File: src/hw/otp_svc_macros.svh
// ----------------------------------------
// OTP service block parameters
// Array geometry and the life-cycle reset
// hold length shared by all RTL files
// ----------------------------------------

`ifndef OTP_SVC_MACROS_SVH
`define OTP_SVC_MACROS_SVH

// ----------------------------------------
// Array geometry
// ----------------------------------------

// Number of identical partitions in the array
`define OTP_NUM_PART 7

// Words per partition, the last one holds the digest
`define OTP_PART_WORDS 4

// Width of one fuse word in bits
`define OTP_WORD_W 16

// ----------------------------------------
// Life-cycle reset
// ----------------------------------------

// Counter value at which the held reset is let go
// Counting from 0 this keeps the reset asserted for 11 cycles
`define OTP_RST_HOLD 10

`endif

File: src/hw/otp_cmd_pkg.sv
// ----------------------------------------
// OTP service command definitions
// Opcodes and the two views of the
// 16-bit command word
// ----------------------------------------

package otp_cmd_pkg;

  // Opcode sits in the top nibble of every command word
  typedef enum logic [3:0] {
    NOP           = 4'h0,
    FAULT_CORR    = 4'h1,
    FAULT_UNCORR  = 4'h2,
    FAULT_RELEASE = 4'h3,
    LC_RESET      = 4'h4,
    CLK_SEL       = 4'h5,
    ESC_SET       = 4'h6,
    ESC_CLR       = 4'h7
  } otp_opcode_e;

  // Clock selection view, frequency given in MHz
  typedef struct packed {
    otp_opcode_e opcode;
    logic [11:0] mhz;
  } otp_cmd_clk_t;

  // Escalation view, only the lowest bit picks the line
  typedef struct packed {
    otp_opcode_e opcode;
    logic [10:0] rsvd;
    logic        esc_line;
  } otp_cmd_esc_t;

  // Both views overlay the same 16 bits so the opcode lines up
  typedef union packed {
    otp_cmd_clk_t clk_view;
    otp_cmd_esc_t esc_view;
  } otp_cmd_u;

endpackage

File: src/hw/otp_part_pkg.sv
// ----------------------------------------
// OTP partition definitions
// Fault kinds and partition/word indices
// ----------------------------------------

package otp_part_pkg;

  // Kind of fault overlaid on word 0 of a locked partition
  typedef enum logic {
    CORRECTABLE   = 1'b0,
    UNCORRECTABLE = 1'b1
  } otp_fault_e;

  // Selects one of the seven partitions
  typedef logic [2:0] otp_part_idx_t;

  // Selects one of the four words inside a partition
  typedef logic [1:0] otp_word_idx_t;

endpackage

File: src/hw/otp_part_if.sv
// ----------------------------------------
// OTP partition control interface
// Programming and fault control from the
// decoder to one partition slice
// ----------------------------------------

`timescale 1ns/10ps

`include "otp_svc_macros.svh"

interface otp_part_if;
  import otp_part_pkg::*;

  // Word programming, a single-cycle strobe with its target and data
  logic                   prog_we;
  otp_word_idx_t          prog_word;
  logic [`OTP_WORD_W-1:0] prog_data;

  // Fault control, strobes shared by every slice
  logic                   inject;
  otp_fault_e             inject_kind;
  logic                   fault_release;

  modport ctrl (
    output prog_we, prog_word, prog_data, inject, inject_kind, fault_release
  );

  modport part (
    input prog_we, prog_word, prog_data, inject, inject_kind, fault_release
  );

endinterface

File: src/hw/otp_svc_decoder.sv
// ----------------------------------------
// OTP service command decoder
// Routes programming writes and fault
// strobes to the slices and holds the
// life-cycle reset, clock and escalation
// ----------------------------------------

`timescale 1ns/10ps

`include "otp_svc_macros.svh"

module otp_svc_decoder (
  input  logic                   clk,
  input  logic                   cptra_rst_b,
  input  logic                   cmd_valid_i,
  input  otp_cmd_pkg::otp_cmd_u  cmd_i,
  input  logic                   prog_we_i,
  input  logic [4:0]             prog_addr_i,
  input  logic [`OTP_WORD_W-1:0] prog_data_i,
  input  logic                   clk_byp_ack_i,
  output logic                   lc_rst_b_o,
  output logic [11:0]            clk_sel_o,
  output logic                   ext_clk_req_o,
  output logic                   clk_switch_o,
  output logic [1:0]             esc_o,
  otp_part_if.ctrl               part_o [`OTP_NUM_PART]
);
  import otp_cmd_pkg::*;
  import otp_part_pkg::*;

  localparam logic [11:0] CLK_RST_MHZ = 12'd1000;

  otp_opcode_e   cmd_op;
  otp_part_idx_t prog_part;
  otp_word_idx_t prog_word;
  logic          fault_cmd;
  logic          release_cmd;

  logic          fault_active_q;
  logic          inject_q;
  logic          release_q;
  otp_fault_e    inject_kind_q;

  logic          rst_active_q;
  logic [3:0]    rst_cnt_q;
  logic [11:0]   clk_sel_q;
  logic          ext_clk_req_q;
  logic [1:0]    esc_q;

  // Opcode is at the same place in both views
  assign cmd_op      = cmd_i.clk_view.opcode;
  assign fault_cmd   = cmd_valid_i && (cmd_op == FAULT_CORR || cmd_op == FAULT_UNCORR);
  assign release_cmd = cmd_valid_i && (cmd_op == FAULT_RELEASE);

  assign prog_part = prog_addr_i[4:2];
  assign prog_word = prog_addr_i[1:0];

  // ----------------------------------------
  // Fault injection
  // ----------------------------------------

  // Only the first injection is passed on, the next ones wait for a release
  always_ff @(posedge clk or negedge cptra_rst_b) begin
    if (!cptra_rst_b) begin
      fault_active_q <= 1'b0;
      inject_q       <= 1'b0;
      release_q      <= 1'b0;
    end else begin
      inject_q  <= 1'b0;
      release_q <= 1'b0;
      if (fault_cmd && !fault_active_q) begin
        inject_q       <= 1'b1;
        fault_active_q <= 1'b1;
      end else if (release_cmd) begin
        release_q      <= 1'b1;
        fault_active_q <= 1'b0;
      end
    end
  end

  always_ff @(posedge clk) begin
    if (fault_cmd) begin
      inject_kind_q <= (cmd_op == FAULT_CORR) ? CORRECTABLE : UNCORRECTABLE;
    end
  end

  // Writes go straight to the addressed slice, fault strobes go to all
  for (genvar i = 0; i < `OTP_NUM_PART; i++) begin : g_part_ctrl
    assign part_o[i].prog_we       = prog_we_i && (prog_part == otp_part_idx_t'(i));
    assign part_o[i].prog_word     = prog_word;
    assign part_o[i].prog_data     = prog_data_i;
    assign part_o[i].inject        = inject_q;
    assign part_o[i].inject_kind   = inject_kind_q;
    assign part_o[i].fault_release = release_q;
  end

  // ----------------------------------------
  // Life-cycle reset, clock and escalation
  // ----------------------------------------

  always_ff @(posedge clk or negedge cptra_rst_b) begin
    if (!cptra_rst_b) begin
      rst_active_q <= 1'b0;
      rst_cnt_q    <= '0;
    end else if (cmd_valid_i && cmd_op == LC_RESET && !rst_active_q) begin
      rst_active_q <= 1'b1;
      rst_cnt_q    <= '0;
    end else if (rst_active_q) begin
      if (rst_cnt_q == 4'(`OTP_RST_HOLD)) begin
        rst_active_q <= 1'b0;
        rst_cnt_q    <= '0;
      end else begin
        rst_cnt_q <= rst_cnt_q + 4'd1;
      end
    end
  end

  // A new selection wins over the clear of an acknowledged request
  always_ff @(posedge clk or negedge cptra_rst_b) begin
    if (!cptra_rst_b) begin
      clk_sel_q     <= CLK_RST_MHZ;
      ext_clk_req_q <= 1'b0;
      esc_q         <= '0;
    end else begin
      if (clk_switch_o) begin
        ext_clk_req_q <= 1'b0;
      end
      if (cmd_valid_i && cmd_op == CLK_SEL) begin
        clk_sel_q     <= cmd_i.clk_view.mhz;
        ext_clk_req_q <= 1'b1;
      end
      if (cmd_valid_i && cmd_op == ESC_SET) begin
        esc_q[cmd_i.esc_view.esc_line] <= 1'b1;
      end else if (cmd_valid_i && cmd_op == ESC_CLR) begin
        esc_q[cmd_i.esc_view.esc_line] <= 1'b0;
      end
    end
  end

  assign lc_rst_b_o    = !rst_active_q;
  assign clk_sel_o     = clk_sel_q;
  assign ext_clk_req_o = ext_clk_req_q;
  assign clk_switch_o  = clk_byp_ack_i & ext_clk_req_q;
  assign esc_o         = esc_q;

  // Once the life-cycle reset drops it comes back exactly 11 cycles later
  lc_rst_hold_a: assert property (
    @(posedge clk) disable iff (!cptra_rst_b)
    $fell(lc_rst_b_o) |-> ##11 lc_rst_b_o
  );

endmodule

File: src/hw/otp_part_slice.sv
// ----------------------------------------
// OTP partition slice
// Four-word storage with digest lock and
// a fault overlay on word 0
// ----------------------------------------

`timescale 1ns/10ps

`include "otp_svc_macros.svh"

module otp_part_slice (
  input  logic                        clk,
  input  logic                        cptra_rst_b,
  otp_part_if.part                    part_i,
  input  otp_part_pkg::otp_word_idx_t rd_word_i,
  output logic [`OTP_WORD_W-1:0]      rd_data_o,
  output logic                        locked_o,
  output logic                        faulted_o
);
  import otp_part_pkg::*;

  localparam otp_word_idx_t DIGEST_IDX = otp_word_idx_t'(`OTP_PART_WORDS - 1);

  // Data words below the digest
  logic [`OTP_WORD_W-1:0] data_mem [`OTP_PART_WORDS-1];
  logic [`OTP_WORD_W-1:0] digest_q;
  logic                   fault_q;
  logic [`OTP_WORD_W-1:0] fault_word_q;
  logic [`OTP_WORD_W-1:0] stored_word;

  // ----------------------------------------
  // Storage
  // ----------------------------------------

  always_ff @(posedge clk) begin
    if (part_i.prog_we && part_i.prog_word != DIGEST_IDX) begin
      data_mem[part_i.prog_word] <= part_i.prog_data;
    end
  end

  // The digest decides the lock, so it starts out cleared
  always_ff @(posedge clk or negedge cptra_rst_b) begin
    if (!cptra_rst_b) begin
      digest_q <= '0;
    end else if (part_i.prog_we && part_i.prog_word == DIGEST_IDX) begin
      digest_q <= part_i.prog_data;
    end
  end

  assign locked_o = |digest_q;

  // ----------------------------------------
  // Fault overlay
  // ----------------------------------------

  always_ff @(posedge clk or negedge cptra_rst_b) begin
    if (!cptra_rst_b) begin
      fault_q <= 1'b0;
    end else if (part_i.fault_release) begin
      fault_q <= 1'b0;
    end else if (part_i.inject && locked_o) begin
      fault_q <= 1'b1;
    end
  end

  // Correctable flips one bit, uncorrectable corrupts the whole word
  always_ff @(posedge clk) begin
    if (part_i.inject && locked_o) begin
      if (part_i.inject_kind == CORRECTABLE) begin
        fault_word_q <= data_mem[0] ^ `OTP_WORD_W'(1);
      end else begin
        fault_word_q <= ~data_mem[0];
      end
    end
  end

  assign faulted_o = fault_q;

  always_comb begin
    if (rd_word_i == DIGEST_IDX) begin
      stored_word = digest_q;
    end else begin
      stored_word = data_mem[rd_word_i];
    end
  end

  assign rd_data_o = (fault_q && rd_word_i == '0) ? fault_word_q : stored_word;

  // The decoder keeps the two fault strobes apart
  inject_release_excl_a: assert property (
    @(posedge clk) disable iff (!cptra_rst_b)
    !(part_i.inject && part_i.fault_release)
  );

endmodule

File: src/hw/otp_read_mux.sv
// ----------------------------------------
// OTP read selection
// Registered word select across slices
// and the lock and fault maps
// ----------------------------------------

`timescale 1ns/10ps

`include "otp_svc_macros.svh"

module otp_read_mux (
  input  logic                        clk,
  input  logic                        cptra_rst_b,
  input  otp_part_pkg::otp_part_idx_t rd_part_i,
  input  logic [`OTP_WORD_W-1:0]      word_data_i [`OTP_NUM_PART],
  input  logic [`OTP_NUM_PART-1:0]    locked_i,
  input  logic [`OTP_NUM_PART-1:0]    faulted_i,
  output logic [`OTP_WORD_W-1:0]      rd_data_o,
  output logic [`OTP_NUM_PART-1:0]    locked_map_o,
  output logic [`OTP_NUM_PART-1:0]    fault_map_o
);
  import otp_part_pkg::*;

  logic [`OTP_WORD_W-1:0] sel_data;

  // Out-of-range partitions read as zero
  always_comb begin
    sel_data = '0;
    if (rd_part_i < otp_part_idx_t'(`OTP_NUM_PART)) begin
      sel_data = word_data_i[rd_part_i];
    end
  end

  always_ff @(posedge clk) begin
    rd_data_o <= sel_data;
  end

  always_ff @(posedge clk or negedge cptra_rst_b) begin
    if (!cptra_rst_b) begin
      locked_map_o <= '0;
      fault_map_o  <= '0;
    end else begin
      locked_map_o <= locked_i;
      fault_map_o  <= faulted_i;
    end
  end

  // Callers only ever address partitions that exist
  rd_part_range_a: assert property (
    @(posedge clk) disable iff (!cptra_rst_b)
    rd_part_i < otp_part_idx_t'(`OTP_NUM_PART)
  );

endmodule

File: src/hw/otp_svc_top.sv
// ----------------------------------------
// OTP fault-injection and life-cycle
// service block, top level
// ----------------------------------------

`timescale 1ns/10ps

`include "otp_svc_macros.svh"

module otp_svc_top (
  input  logic                     clk,
  input  logic                     cptra_rst_b,
  input  logic                     cmd_valid_i,
  input  logic [15:0]              cmd_i,
  input  logic                     prog_we_i,
  input  logic [4:0]               prog_addr_i,
  input  logic [`OTP_WORD_W-1:0]   prog_data_i,
  input  logic [4:0]               rd_addr_i,
  input  logic                     clk_byp_ack_i,
  output logic [`OTP_WORD_W-1:0]   rd_data_o,
  output logic [`OTP_NUM_PART-1:0] locked_map_o,
  output logic [`OTP_NUM_PART-1:0] fault_map_o,
  output logic                     lc_rst_b_o,
  output logic [11:0]              clk_sel_o,
  output logic                     ext_clk_req_o,
  output logic                     clk_switch_o,
  output logic [1:0]               esc_o
);
  import otp_part_pkg::*;

  otp_part_idx_t          rd_part;
  otp_word_idx_t          rd_word;
  logic [`OTP_WORD_W-1:0] word_data [`OTP_NUM_PART];
  logic [`OTP_NUM_PART-1:0] locked;
  logic [`OTP_NUM_PART-1:0] faulted;

  otp_part_if part_if [`OTP_NUM_PART] ();

  // Upper address bits pick the partition, lower bits the word
  assign rd_part = rd_addr_i[4:2];
  assign rd_word = rd_addr_i[1:0];

  otp_svc_decoder u_decoder (
    .clk           (clk),
    .cptra_rst_b   (cptra_rst_b),
    .cmd_valid_i   (cmd_valid_i),
    .cmd_i         (cmd_i),
    .prog_we_i     (prog_we_i),
    .prog_addr_i   (prog_addr_i),
    .prog_data_i   (prog_data_i),
    .clk_byp_ack_i (clk_byp_ack_i),
    .lc_rst_b_o    (lc_rst_b_o),
    .clk_sel_o     (clk_sel_o),
    .ext_clk_req_o (ext_clk_req_o),
    .clk_switch_o  (clk_switch_o),
    .esc_o         (esc_o),
    .part_o        (part_if)
  );

  for (genvar g = 0; g < `OTP_NUM_PART; g++) begin : g_slice
    otp_part_slice u_slice (
      .clk         (clk),
      .cptra_rst_b (cptra_rst_b),
      .part_i      (part_if[g]),
      .rd_word_i   (rd_word),
      .rd_data_o   (word_data[g]),
      .locked_o    (locked[g]),
      .faulted_o   (faulted[g])
    );
  end

  otp_read_mux u_read_mux (
    .clk          (clk),
    .cptra_rst_b  (cptra_rst_b),
    .rd_part_i    (rd_part),
    .word_data_i  (word_data),
    .locked_i     (locked),
    .faulted_i    (faulted),
    .rd_data_o    (rd_data_o),
    .locked_map_o (locked_map_o),
    .fault_map_o  (fault_map_o)
  );

endmodule

File: config.mk
export PLATFORM = sky130hd
export DESIGN_NAME = otp_svc_top
export DESIGN_NICKNAME = d
export VERILOG_FILES = /design/src/hw/otp_cmd_pkg.sv /design/src/hw/otp_part_pkg.sv /design/src/hw/otp_part_if.sv /design/src/hw/otp_svc_decoder.sv /design/src/hw/otp_part_slice.sv /design/src/hw/otp_read_mux.sv /design/src/hw/otp_svc_top.sv
export VERILOG_INCLUDE_DIRS = /design/src /design/src/hw
export SDC_FILE = /design/constraint.sdc
export NUM_CORES = 1
export LEC_CHECK = 0
export ABC_AREA = 1
export BUFFER_PORTS_ARGS = -buffer_cell sky130_fd_sc_hd__buf_2
export CELL_PAD_IN_SITES_DETAIL_PLACEMENT = 0
export CELL_PAD_IN_SITES_GLOBAL_PLACEMENT = 1
export CORE_MARGIN = 2
export CORE_UTILIZATION = 54
export DETAILED_ROUTE_END_ITERATION = 12
export PLACE_DENSITY = 0.84
export SYNTH_ARGS = -nofsm -noshare
export SYNTH_HDL_FRONTEND = slang
export SYNTH_HIERARCHICAL = 1
export SYNTH_SLANG_ARGS = --single-unit
File: constraint.sdc
create_clock -name clk -period 3.2 [get_ports clk]
set_input_delay 0.48 -clock clk [delete_from_list [all_inputs] [get_ports clk]]
set_output_delay 0.48 -clock clk [all_outputs]
set_load 0.01 [all_outputs]
* Yosys cells after proc, flatten, opt, wreduce, memory -nomap -nowiden
Memory sizes are Yosys's and may differ from the RTL's. Index checks and enable logic that the tools add are counted. W data, S select, Z words.
Operators by class: $add $sub $neg 1, $mul 0, divide/modulo/power cells 0, magnitude comparators 4, eq/ne operators 17, shifts and indexed selects 0, multiplexer cells 70, bitwise gates (word level) 19, reduce and logical (&&, ||, !) cells 67
Operators with widths (number):
- $mux W16 | 23
- $not A16 Y16 | 7
- $reduce_or A16 Y1 | 7
- $bmux W16 S3 | 1
- $logic_and A1 B1 Y1 | 44
- $mux W1 | 40
- $reduce_bool A2 Y1 | 11
- $eq A4 B3 Y1 const B | 4
- $mux W4 | 3
- $eq A3 B3 Y1 const B | 3
- $eq A4 B2 Y1 const B | 2
- $not A1 Y1 | 7
- $eq A3 B2 Y1 const B | 2
- $add A4 B1 Y4 const B | 1
- $eq A2 B2 Y1 const B | 2
- $eq A4 B1 Y1 const B | 1
- $eq A4 B4 Y1 const B | 1
- $ge A4 B4 Y1 const B | 1
- $mux W2 | 2
- $not A3 Y4 | 1
- $eq A3 B1 Y1 const B | 1
- $logic_not A3 Y1 | 1
- $lt A3 B3 Y1 const B | 1
- $and A2 B2 Y2 | 1
- 10 further kinds | 11
Word-level totals: bits in registers 285, bits in latches 0, memory bits (writable) 336, ROM bits 0, input bits 47, logic and storage cells 218, memories kept 7
Memory list:
- g_slice[0].u_slice.data_mem | depth 3, width 16, rd ports 2, clocked after Yosys merged registers in 0, wr ports 1, RTL line otp_part_slice.sv:25 | logic [`OTP_WORD_W-1:0] data_mem [`OTP_PART_WORDS-1];
- g_slice[1].u_slice.data_mem | depth 3, width 16, rd ports 2, clocked after Yosys merged registers in 0, wr ports 1, RTL line otp_part_slice.sv:25
- g_slice[2].u_slice.data_mem | depth 3, width 16, rd ports 2, clocked after Yosys merged registers in 0, wr ports 1, RTL line otp_part_slice.sv:25
- g_slice[3].u_slice.data_mem | depth 3, width 16, rd ports 2, clocked after Yosys merged registers in 0, wr ports 1, RTL line otp_part_slice.sv:25
- g_slice[4].u_slice.data_mem | depth 3, width 16, rd ports 2, clocked after Yosys merged registers in 0, wr ports 1, RTL line otp_part_slice.sv:25
- g_slice[5].u_slice.data_mem | depth 3, width 16, rd ports 2, clocked after Yosys merged registers in 0, wr ports 1, RTL line otp_part_slice.sv:25
- +1 memories

* Depth between registers and ports, before layout
Gate-level depths: netlist of the first run.
depth after elaboration 8, gate-level depth with buffers 13, mapped depth without buffers 12

* Cells and area by module
Netlist of the first run, hierarchy kept.
Modules (own cells, without submodules):
- otp_part_slice (g_slice[4].u_slice ...) | instances 3, cells an instance 279, area each 3524.6 sq um, seq. area each 2347.3 sq um
- otp_part_slice (g_slice[1].u_slice ...) | instances 2, cells an instance 274, area each 3497.1 sq um, seq. area each 2347.3 sq um
- otp_part_slice (g_slice[3].u_slice) | instances 1, cells an instance 276, area each 3537.1 sq um, seq. area each 2347.3 sq um
- otp_part_slice (g_slice[0].u_slice) | instances 1, cells an instance 278, area each 3527.1 sq um, seq. area each 2347.3 sq um
- otp_svc_decoder | instances 1, cells an instance 290, area each 2229.6 sq um, seq. area each 613.1 sq um
- otp_read_mux | instances 1, cells an instance 373, area each 2043.2 sq um, seq. area each 670.6 sq um

* Worst setup path before layout of the first run
Ideal clock, no wire load.
path type input -> register, start point in prog_addr_i[4], end point mem g_slice[3].u_slice/data_mem[1][0] (netlist name), enable pin, setup time 0.413 ns, arrival time 2.315 ns, required time 2.787 ns, setup slack 0.472 ns, cell stages on the path 5, path through inv_1 nand2_1 nor3_1 inv_1 nor3b_1
Between the ends: word-level cells in the longest chain between the ends 5
RTL lines:
- from (decl) | RTL line otp_svc_top.sv:16 | input logic [4:0] prog_addr_i,
- $eq A3 B2 Y1 | RTL line otp_svc_decoder.sv:89 | assign part_o[i].prog_we = prog_we_i && (prog_part == otp_part_idx_t'(i));
- $logic_and A1 B1 Y1 | RTL line otp_svc_decoder.sv:89
- named net part_if[3].prog_we | RTL line otp_part_if.sv:15 | logic prog_we;
- $logic_and A1 B1 Y1 | RTL line otp_part_slice.sv:36 | if (part_i.prog_we && part_i.prog_word != DIGEST_IDX) begin
- $mux W1 | RTL line otp_part_slice.sv:36
- $mux W1 (implied by the code) | RTL line otp_part_slice.sv:37 | data_mem[part_i.prog_word] <= part_i.prog_data;
- to (decl) | RTL line otp_part_slice.sv:25
The timed path passes the listed nets, and every way through them passes these cells.

* Worst setup path in the final report of the first run
start point reg u_decoder.inject_q (netlist: u_decoder/part_o[0].inject), end point reg g_slice[4].u_slice.fault_word_q[2], enable pin
Between the ends: word-level cells in the longest chain between the ends 1
RTL lines:
- from (decl) | RTL line otp_svc_decoder.sv:40 | logic inject_q;
- from (signal assigned) | RTL line otp_svc_decoder.sv:66 | inject_q <= 1'b0;
- from (signal assigned) | RTL line otp_svc_decoder.sv:69 | inject_q <= 1'b0;
- from (signal assigned) | RTL line otp_svc_decoder.sv:72 | inject_q <= 1'b1;
- $logic_and A1 B1 Y1 | RTL line otp_part_slice.sv:68 | if (part_i.inject && locked_o) begin
- to (signal assigned) | RTL line otp_part_slice.sv:70 | fault_word_q <= data_mem[0] ^ `OTP_WORD_W'(1);
- to (signal assigned) | RTL line otp_part_slice.sv:72 | fault_word_q <= ~data_mem[0];
- to (decl) | RTL line otp_part_slice.sv:28 | logic [`OTP_WORD_W-1:0] fault_word_q;
Every way passes these cells. A chain may end at the register's enable or synchronous reset.

==> metrics list, run 1 <==
* Run status: finished, final reports clean
- Yosys attributes the largest share of cell area to sky130_fd_sc_hd__edfxtp_1 47%, sky130_fd_sc_hd__dfrtp_1 13%, sky130_fd_sc_hd__nand2_1 8.9%.
* Final net count: 2,623
- Endpoint required time on the critical path: 3.42 ns
- Die area: 0.05539 mm2
* Post-CTS Hold Buffers: 1
- After synthesis the netlist holds a flip-flop and latch count of 621.
- Synthesized area divided by synthesized cell count: 11.11 um2
* Violation count after the first detailed-routing iteration: 2,068
* Hold violation count in the final report: 0
- Cell taking the most area after synthesis: sky130_fd_sc_hd__edfxtp_1
- Hold Path Class: input pin to flip-flop
- Crit. End Element: flip-flop
* Leakage power total: 13.24 nW
- Synthesis instantiated 34 different standard cells from the library.
- Commonest cells in the netlist: 683 x sky130_fd_sc_hd__nand2_1, 449 x sky130_fd_sc_hd__edfxtp_1, 216 x sky130_fd_sc_hd__nor2_1
- Number of setup violations in the final report: 0
- Sequential-to-total area share from yosys stat: 61.28%
- Fin crit share: 74.65%
- Overall track demand over capacity in global routing: 27.45%
* Cell with the most instances after synthesis: sky130_fd_sc_hd__nand2_1
- In this run the vertical extent of the chip is 235.4 um.
* Start of the worst register-to-register path: u_decoder/part_o[0].inject
- Data arrives at the worst endpoint at 2.61 ns.
- Clock tree synthesis found a total of 621 sinks.
- On the worst path, the slowest cell contributes a delay of 0.97 ns.
* Max rail drop VDD: 0.0003794 V
* Count of pins on the block boundary: 94
- Antenna fix cells: 0
* Number of instances resized during post-cts repair: 0
- Setup repair after global routing left no endpoint under its margin.
- Final Slew Violations: 0
- Synthesized Nets: 2,651
- For this configuration, the core starts out at a cell density of 54.79%.
- Total via count after detailed routing: 18.74k
* Number of clock buffers inserted by TritonCTS: 67
- The final layout contains routed wiring with a total length of 76,030 um.
* Number of flops mapped to enable cells by yosys: 449
- TritonCTS built the clock tree.
- The clock passes through at most 3 buffers.
- Summed instance area of the synthesized netlist: 0.02891 mm2
* Routability congestion estimate from global placement: 0.8510
* Buffers inserted by post-CTS timing repair: 0
* Area growth from synthesis to layout: 7.337%
* Worst-path fanout max: 16
* Gate count of the mapped netlist: 2,602
- The worst register-to-register path ends at g_slice[4].u_slice/fault_word_q[2].
* Reg2reg setup slack: 0.81 ns
- Across the routed clock network, the largest skew measured is 0.01377 ns.
* Dpl hpwl: 47,020 um
* Number of buffers added on ports: 93
- Chain of cells forming the critical path: buf_4 > nand2_1 > inv_1
- The total area inside the core boundary comes to 0.05276 mm2.
* Highest attainable clock frequency: 0.4186 GHz
* Gate family responsible for the most delay along the worst path: flip-flops
- For the worst flop-to-flop path, the logic depth is 3.
- Count of nets left with antenna violations after detail routing: 0
* Worst Hold Launch: clk_byp_ack_i
* WHS: 0.06549 ns
* Number of fill cells in the layout: 4,306
* Fraction of layout instances using a drive strength above 1: 16.13%
* Count of buffering cells on the critical path with inverters included: 2
* Worst-case headroom to the max-slew limit: 27.96%
- Worst hold path stage count: 2
- Total number of yosys warnings: 6
* Skew-Pair Late Insertion Delay: 0.60 ns
- After detailed routing, the average wire length per cell comes to 22.93 um.
- Primary flip-flop cell chosen by synthesis mapping: sky130_fd_sc_hd__edfxtp_1
- On the critical path, the stage with the largest delay is an instance of sky130_fd_sc_hd__dfrtp_1.
* Total number of placement rows: 84
* Startpoint type of the worst setup path: flip-flop
- Gr ovfl total: 0
- Antenna violations before repair: 2
* Fraction of synthesized cell area taken by the top area cell type: 46.65%
- The first global-routing pass estimated 114,200 um of wire.
- In the synthesized netlist the async set-or-reset flop fraction comes to 25.12%.
* Remaining DRCs: 0
* Critical path class: flip-flop to flip-flop
- The pre-antenna-repair detailed-routing pass consisted of 6 iterations.
- Register clock-pin slew on the reported worst setup and hold paths: 0.06 ns
* Clock period minus worst slack: 2.389 ns
- The H-tree was split into 3 levels.
- For the pin with the worst max-slew slack, the measured transition is 1.081 ns.
- Die Wd: 235.4 um
* Via count of the first global-routing pass: 18.39k
- In the final timing run, aggregate negative setup slack is 0 ns.
- Max_cap viols: 0
- Buffer type at the clock tree root: sky130_fd_sc_hd__clkbuf_16
- Largest net degree at the start of global routing: 106
- Power per cell area: 631.9 mW/mm2
* Vias per Instance: 5.651
- Min-Delay Endpoint: u_decoder/ext_clk_req_o
## worst register-to-register path, stage by stage, from the launching register on
cell and delay, ns:
sky130_fd_sc_hd__dfrtp_1 0.97, sky130_fd_sc_hd__buf_4 0.31, sky130_fd_sc_hd__nand2_1 0.08, sky130_fd_sc_hd__inv_1 0.65
## report_power, final
part	switching, mW	internal [mW]
logic	1.52	0.978
clock network	3.08	4.40
registers	0.429	9.19
## worst max path at each step
stage / startpoint / slack, ns / end / depth (start not counted)
after floorplan: prog_addr_i[4] / 0.47 / g_slice[3].u_slice/data_mem[1][0] / 5
after global placement: rd_addr_i[0] / 0.35 / u_read_mux/rd_data_o[9] / 13
after detailed placement: rd_addr_i[0] / 0.40 / u_read_mux/rd_data_o[9] / 13
after CTS: u_decoder/part_o[0].inject / 0.85 / g_slice[4].u_slice/fault_word_q[3] / 3
after global routing: u_decoder/part_o[0].inject / 0.81 / g_slice[4].u_slice/fault_word_q[11] / 3
final: u_decoder/part_o[0].inject / 0.81 / g_slice[4].u_slice/fault_word_q[2] / 3
## per-stage QoR
stage	total power, mW	setup slack [ns]	area (um2)	util (%)	cells
2_1_floorplan	11.42	0.4719	28910	-	2602
3_3_place_gp	12.19	0.3451	28890	54.76	3192
3_5_place_dp	12.24	0.3974	28890	54.76	3192
4_1_cts	19.70	0.8460	31030	58.81	3316
5_1_grt	20.30	0.8081	31030	58.81	3316
6_report	19.60	0.8113	31030	58.81	3316
## cells by family after synthesis
logic type | synth area share, %
multiplexers | 5.272
AO/OA/AOI/OAI | 5.199
buffers and inverters | 8.930
adder cells (fa/ha/maj) | 0.08656
AND/OR/NAND/NOR | 16.02
flip-flops | 61.28
XOR/XNOR | 3.212
## cells in the final DEF (no fill, tap or decap), types with 2 or more instances in the layout
master and n:
sky130_fd_sc_hd__a21oi_1 94, sky130_fd_sc_hd__buf_12 3, sky130_fd_sc_hd__buf_2 90, sky130_fd_sc_hd__buf_4 57, sky130_fd_sc_hd__clkbuf_1 23, sky130_fd_sc_hd__clkbuf_16 74, sky130_fd_sc_hd__clkbuf_8 5, sky130_fd_sc_hd__clkinv_1 12
sky130_fd_sc_hd__clkinv_2 7, sky130_fd_sc_hd__dfrtp_1 150, sky130_fd_sc_hd__dfstp_2 6, sky130_fd_sc_hd__dfxtp_1 16, sky130_fd_sc_hd__edfxtp_1 449, sky130_fd_sc_hd__ha_1 2, sky130_fd_sc_hd__inv_1 153, sky130_fd_sc_hd__inv_2 16
sky130_fd_sc_hd__inv_4 7, sky130_fd_sc_hd__mux2_2 42, sky130_fd_sc_hd__mux2_4 70, sky130_fd_sc_hd__nand2_1 683, sky130_fd_sc_hd__nand2_2 4, sky130_fd_sc_hd__nand3_1 132, sky130_fd_sc_hd__nand3_2 4, sky130_fd_sc_hd__nand3_4 11
sky130_fd_sc_hd__nand4_1 20, sky130_fd_sc_hd__nor2_1 216, sky130_fd_sc_hd__nor2_4 8, sky130_fd_sc_hd__nor3_1 2, sky130_fd_sc_hd__nor3_2 11, sky130_fd_sc_hd__nor3b_2 3, sky130_fd_sc_hd__o21a_1 18, sky130_fd_sc_hd__o21ai_0 53
sky130_fd_sc_hd__o21ai_1 2, sky130_fd_sc_hd__o22a_1 71, sky130_fd_sc_hd__xor2_1 106
## cell type report
cell class / count / area, um2 / area share, %
sequential: 621 / 17710 / 57.10
multi-input combinational: 1555 / 8680 / 27.98
clock buffer: 102 / 2007 / 6.469
timing repair buffer: 152 / 959.7 / 3.093
tap: 688 / 860.8 / 2.775
inverter: 177 / 686.9 / 2.214
clock inverter: 21 / 117.6 / 0.3791
## state kept, by name, indices dropped and copies added (netlist names), 7 cells and up, named ones only
register,flops
u_read_mux/locked_map_o,7
g_slice.u_slice/fault_word_q,112
g_slice.u_slice/faulted_o,7
u_decoder/clk_sel_o,12
u_read_mux/fault_map_o,7
g_slice.u_slice/data_mem,336
g_slice.u_slice/digest_q,112
u_read_mux/rd_data_o,16
## metal layers
layer / wire length (um) / share of wire (%) / up-vias / global-route usage (%)
li1: - / - / 8511 / -
met1: 31330 / 41 / 9284 / 37.47
met2: 36180 / 48 / 791 / 44.37
met3: 5866 / 7.7 / 150 / 4.948
met4: 2637 / 3.5 / 2 / 9.824
met5: 12 / 0.016 / - / 0
Power figures use the tool's default switching activity.
==> run 2: changes to the inputs <==
- CORE_UTILIZATION: 54 -> 46
- PLACE_DENSITY: 0.84 -> 0.76
- clock period: 3.2 -> 2.1 ns (I/O delays scaled with it)
==> run 2 against run 1 <==
Sequential cell count is the same. Sequential share of layout area down 3.2 points. First-iteration DRC count fell by 9.9%. Utilization fell by 5.7 points. Final cell count is 8.0% higher. Critical endpoint is now u_read_mux/rd_data_o[7]. Largest cell class unchanged.
==> metrics list, run 2 (synthesized netlist as in run 1, its figures left out) <==
* Clock tree sinks: 621
* Final Core Density: 53.11%
- Worst-path fanout max: 19
- Largest net degree at the start of global routing: 46
- Endpoint required time on the critical path: 2.57 ns
* Antenna violations before repair: 1
- Clock-pin slew was measured on the worst setup and hold paths at 0.06 ns.
- After detailed routing, the number of remaining DRC violations is 0.
* Vias per Instance: 5.261
- Setup repair after global routing left no endpoint under its margin.
* Switching portion of total power: 25.88%
- Routability congestion estimate from global placement: 0.8677
* Highest attainable clock frequency: 0.5132 GHz
- Placed Cells incl. Taps: 3,441
- The clock tree synthesis step divided the H-tree into 3 levels.
- For the worst setup path, the data arrival time is 2.42 ns.
- Fin crit share: 92.79%
* Number of buffers added on ports: 93
- Per report_power, the combinational group accounts for 13.3% of the total.
* Gr ovfl total: 0
- Registers are responsible for 47.7% of the overall power.
* Skew-Pair Late Insertion Delay: 0.61 ns
- Die boundary height: 254.7 um
* Clk network pwr share: 39.0%
- Hold violation count in the final report: 0
- Overall track demand over capacity in global routing: 23.98%
* Leakage power total: 14.07 nW
- Effective utilization at floorplan: 46.67%
- The max-slew violation total from the final report came to 0.
* Dpl hpwl: 51,510 um
- Number of setup violations in the final report: 0
- In this run, CTS created clock tree buffers numbering 67.
* Clock period minus worst slack: 1.948 ns
* Buffers inserted by post-CTS timing repair: 0
- Measured against its own limit, the worst slew margin works out to 57.81%.
- Cell internal power was estimated by the tool at 22.74 mW.
- Area growth from synthesis to layout: 13.81%
- In this run the deepest clock path goes through 3 buffers.
* Count of placed standard cells in the final layout, fillers left out: 3,580
- After floorplanning, the core was divided into 91 placement rows.
- The floorplan step defined a core boundary enclosing 0.06194 mm2.
- In this run the power spent charging and discharging nets is 7.940 mW.
* Most common cell after layout, fill and taps aside: sky130_fd_sc_hd__nand2_1
* Via count of the first global-routing pass: 18.80k
- Max rail drop VDD: 0.0006274 V
- Power spread over the standard cell area amounts to 932.5 mW/mm2.
- The largest registers in the layout are g_slice.u_slice/data_mem (336), g_slice.u_slice/digest_q (112), g_slice.u_slice/fault_word_q (112).
- Router iterations before antenna repair: 6
* Fraction of layout instances using a drive strength above 1: 19.84%
* Max_cap viols: 0
- On the final layout, the worst clock skew is 0.02507 ns.
- Startpoint type of the worst setup path: flip-flop
* Crit. End Element: flip-flop
- The register with the most flip-flops in the final layout is g_slice.u_slice/data_mem.
- Across all layers, the routed design uses 18.84k vias.
- Total detailed-routing wirelength: 76,630 um
- Count of pins on the block boundary: 94
- Violation count after the first detailed-routing iteration: 1,864
* Die Wd: 254.7 um
* Run status: finished, final reports clean
* Buffer type at the clock tree root: sky130_fd_sc_hd__clkbuf_16
- Die area: 0.06486 mm2
- CTS tree: done
- Most frequent cells in the layout: 683 x sky130_fd_sc_hd__nand2_1, 449 x sky130_fd_sc_hd__edfxtp_1, 216 x sky130_fd_sc_hd__nor2_1, 153 x sky130_fd_sc_hd__inv_1, 149 x sky130_fd_sc_hd__dfrtp_1
- The detail route stage leaves a number of antenna-violating nets equal to 0.
- Critical path class: flip-flop to flip-flop
* Transition time at the pin with the least slew margin: 0.6328 ns
- First-pass GRT wire length: 115,000 um
- Final net count: 2,736
- Number of flip-flops under the largest register name: 336
* Wire length per cell after detailed routing: 21.41 um
- Hold Path Class: input pin to flip-flop
run 2: routing by layer:
metal	vias up	routed length (um)	GRT usage, %
li1	8769	-	-
met1	9308	33300	32.85
met2	637	35870	38.54
met3	122	5350	4.807
met4	0	2118	7.569
met5	-	0	0
run 2: worst max-delay path: stages, from the launching register on:
cell and delay, ns:
sky130_fd_sc_hd__dfrtp_1 0.44, sky130_fd_sc_hd__nand3_4 0.24, sky130_fd_sc_hd__buf_4 0.18, sky130_fd_sc_hd__nand2_1 0.05, sky130_fd_sc_hd__a21oi_1 0.19, sky130_fd_sc_hd__a21oi_1 0.13, sky130_fd_sc_hd__nand2_1 0.12, sky130_fd_sc_hd__nand2_1 0.07
sky130_fd_sc_hd__nand2_1 0.05, sky130_fd_sc_hd__nand2_1 0.06, sky130_fd_sc_hd__nand2_1 0.19, sky130_fd_sc_hd__nand2_1 0.10
run 2: cell type report:
type	count	area (um2)
Fill cell	5388	29040
Sequential cell	621	17720
Multi-Input combinational cell	1555	8680
Timing Repair Buffer	265	2504
Clock buffer	101	2073
Tap cell	837	1047
Inverter	177	686.9
Clock inverter	23	188.9
Antenna cell	1	2.502
run 2: path summary, 6_finish.rpt:
kind | startpoint | endpoint | slack (ns) | cells after the start
min reg2reg | u_decoder/clk_sel_o[6] | u_decoder/clk_sel_o[6] | 0.46 | 2
max | g_slice[3].u_slice/faulted_o | u_read_mux/rd_data_o[7] | 0.15 | 11
min | cmd_valid_i | flip-flop | 0.04 | 3
max reg2reg | g_slice[3].u_slice/faulted_o | u_read_mux/rd_data_o[7] | 0.15 | 11
min in group asynchronous | cptra_rst_b | g_slice[0].u_slice/digest_q[13] | 0.27 | 2
max in group asynchronous | cptra_rst_b | g_slice[2].u_slice/digest_q[5] | 1.16 | 3
run 2: timing repair:
action	4_1_cts	5_1_grt
resized for setup	0	1
endpoints found under the setup margin	0	1
hold endpoints to repair	44	0
hold buffers	14	0
run 2: through the flow:
stage	cell area (um2)	hold slack, ns	TNS (ns)	total power [mW]	worst slack [ns]
3_5_place_dp	30490	0.3463	-0.6836	18.92	-0.2117
5_1_grt	32900	0.03463	0	31.84	0.05751
2_1_floorplan	28940	0.01941	-23.30	17.41	-0.1864
6_report	32900	0.04122	0	30.68	0.1515
4_1_cts	32890	0.005367	0	30.89	0.1248
3_3_place_gp	30490	0.3434	-0.6986	18.82	-0.2032
run 2: power groups by stage:
stage	combinational, mW	clock [mW]	sequential (mW)
6_report	4.08	11.9	14.6
5_1_grt	4.46	12.6	14.7
4_1_cts	4.08	12.2	14.6
3_5_place_dp	4.05	0	14.9
3_3_place_gp	3.97	0	14.8
2_1_floorplan	2.68	0	14.7
==> run 3: changes to the inputs <==
- CELL_PAD_IN_SITES_DETAIL_PLACEMENT: 0 -> 1
==> run 3 against run 2 <==
Clock skew grew 0.0043 ns. Die area is the same. Critical path type unchanged. Critical path depth is the same. Power grew 1.7%. Worst setup slack lost 0.059 ns.
==> metrics list, run 3 (synthesized netlist as in run 1, its figures left out) <==
* Post-detailed-placement cell area: 0.03049 mm2
- Run status: finished, final reports clean
- Count of nets left with antenna violations after detail routing: 0
- The design draws 31.21 mW.
- Across all hold checks on the routed design, the worst slack comes to 0.03940 ns.
* Reg-to-Reg End: u_read_mux/rd_data_o[13]
* Final net count: 2,737
- No sink is reached through more buffers than the 3 on the longest clock path.
* Leakage power total: 14.06 nW
* Highest attainable clock frequency: 0.4981 GHz
- TritonCTS built the clock tree.
* Setup repair after global routing missed its margin: false
* Max_cap viols: 0
- In this run, CTS created clock tree buffers numbering 68.
- Timing startpoint of the critical path: g_slice[0].u_slice/faulted_o
- Setup skew after layout: 0.02933 ns
- Detailed placement finished with a half-perimeter wire length of 57,630 um.
* Registers with the most flip-flops: g_slice.u_slice/data_mem (336), g_slice.u_slice/digest_q (112), g_slice.u_slice/fault_word_q (112)
* Skew-Pair Late Insertion Delay: 0.62 ns
- For this block, the initial DRC count from the detailed router was 1,632.
* Total via count after detailed routing: 19.76k
* Most frequent cells in the layout: 683 x sky130_fd_sc_hd__nand2_1, 449 x sky130_fd_sc_hd__edfxtp_1, 216 x sky130_fd_sc_hd__nor2_1, 153 x sky130_fd_sc_hd__inv_1, 149 x sky130_fd_sc_hd__dfrtp_1
- In this run the power density over the cells is 947.6 mW/mm2.
* Startpoint type of the worst setup path: flip-flop
* Antenna violations before repair: 2
* Largest net degree at the start of global routing: 46
- At the pin with the least slew margin, the transition time is 0.6407 ns.
- The first TritonRoute pass finished after 5 iterations.
- Post-route design area: 0.03293 mm2
- Vias per Instance: 5.520
- The worst hold path belongs to the class input pin to flip-flop.
* Worst-path fanout max: 15
- Max rail drop VDD: 0.0004961 V
- Final Core Density: 53.16%
- Most flops, register: g_slice.u_slice/data_mem
- Setup violations remaining at the end of the flow were counted as 0.
* Timing endpoint of the critical path: u_read_mux/rd_data_o[13]
* Clock tree sinks: 621
- The register with the most flip-flops in the layout has 336 of them.
- Number of fill cells in the layout: 6,542
- The number of global-route vias before repair came to 21.10k.
* Antenna fix cells: 0
* PnR worst setup slack: 0.09253 ns
- Timing analysis after detailed placement gives a worst setup slack of -0.2585 ns.
- Once placement completed, the tool counted placed cells totaling 3,441.
* Start of the worst register-to-register path: g_slice[0].u_slice/faulted_o
- Total number of placement rows: 91
- Relative to the synthesized area, the layout overhead comes to 13.92%.
* Die Wd: 254.7 um
- Across every metal layer, demand over resource in global routing totals 27.11%.
- Setup total negative slack on the finished layout was measured at 0 ns.
- Reg2reg setup slack: 0.09 ns
* Total detailed-routing wirelength: 86,560 um
- Across the whole layout, storage elements account for 0.01772 mm2.
- In the routed design, unresolved DRC markers number 0.
* First-pass GRT wire length: 130,800 um
- Worst-case headroom to the max-slew limit: 57.29%
- Wire length per cell after detailed routing: 24.18 um
- Effective utilization at floorplan: 46.67%
* Cells on worst reg2reg path: 11
* Count of placed standard cells in the final layout, fillers left out: 3,580
- The final hold violation count is 0.
- Buffers inserted by post-CTS timing repair: 0
- Buffer type at the clock tree root: sky130_fd_sc_hd__clkbuf_16
- Endpoint required time on the critical path: 2.60 ns
* CORE AREA: 0.06194 mm2
- Die area: 0.06486 mm2
* Number of buffers added on ports: 93
- The worst setup path is captured at a flip-flop.
- Most common cell after layout, fill and taps aside: sky130_fd_sc_hd__nand2_1
- For this design the top-level I/O count stands at 94.
* Arrival time at the worst endpoint: 2.51 ns
- For this run the aggregate overflow at the end of global routing stands at 0.
* Area occupied by multi-input gates: 0.008680 mm2
- In this run the number of H-tree levels came out at 3.
- The die is 254.7 um tall.
* Routability congestion estimate from global placement: 0.8677
- Final Slew Violations: 0
- For the finished layout, the period the worst path requires is 2.007 ns.
* Fin crit share: 95.59%
- Critical path class: flip-flop to flip-flop
- Cells with a size suffix above 1 make up 19.69% of the layout.
- After clock tree synthesis, the clock-pin slew on the worst setup and hold paths is 0.06 ns.
==> run 3: changes by cell type in the layout (fill, tap and decap cells not counted), sizes merged <==
cell      delta
clkinv       +7
clkinvlp     +3
diode        -1
clkbuf      -11
bufinv       +5
inv          -3
==> run 3: worst min path at each step <==
stage	startpoint	endpoint	cells after the start
2_1_floorplan	cptra_rst_b	g_slice[0].u_slice/digest_q[0]	0
3_3_place_gp	cptra_rst_b	g_slice[0].u_slice/digest_q[11]	1
3_5_place_dp	cptra_rst_b	g_slice[0].u_slice/digest_q[3]	1
4_1_cts	cmd_valid_i	flip-flop	3
5_1_grt	cmd_valid_i	flip-flop	3
6_report	cmd_valid_i	flip-flop	3
==> run 3: repair_timing <==
item / in CTS / in global routing
hold endpoints to repair: 44 / 0
endpoints found under the setup margin: 0 / 1
resized for setup: 0 / 1
hold buffers: 14 / 0
==> run 3: power breakdown <==
| part | internal [mW] | switching, mW |
|---|---|---|
| registers | 14.0 | 0.685 |
| logic | 1.73 | 2.51 |
| clock network | 7.25 | 5.03 |
| total | 23.0 | 8.22 |
==> run 3: area by class of cell <==
class,instances,share of cell area [%]
clock inverters,35,1.110
multi-input cells,1555,26.36
flip-flops and latches,621,53.80
repair buffers,265,7.603
well taps,837,3.180
inverters,177,2.086
clock buffers,90,5.863
==> run 3: critical path, stage by stage (launching register included) <==
cell and delay [ns]:
sky130_fd_sc_hd__dfrtp_1 0.45, sky130_fd_sc_hd__nand3_4 0.23, sky130_fd_sc_hd__buf_12 0.18, sky130_fd_sc_hd__nand2_1 0.07, sky130_fd_sc_hd__a21oi_1 0.22, sky130_fd_sc_hd__a21oi_1 0.12
sky130_fd_sc_hd__inv_1 0.09, sky130_fd_sc_hd__nand2_1 0.07, sky130_fd_sc_hd__nand3_1 0.11, sky130_fd_sc_hd__nand2_1 0.07, sky130_fd_sc_hd__nand2_1 0.18, sky130_fd_sc_hd__nand2_1 0.09
==> run 3: metal layers <==
metal | vias up | global-route usage [%] | part of all wire, %
li1 | 8749 | - | -
met1 | 10110 | 35.59 | 41
met2 | 726 | 46.04 | 49
met3 | 176 | 3.940 | 6.2
met4 | 0 | 9.457 | 3.4
met5 | - | 0 | 0
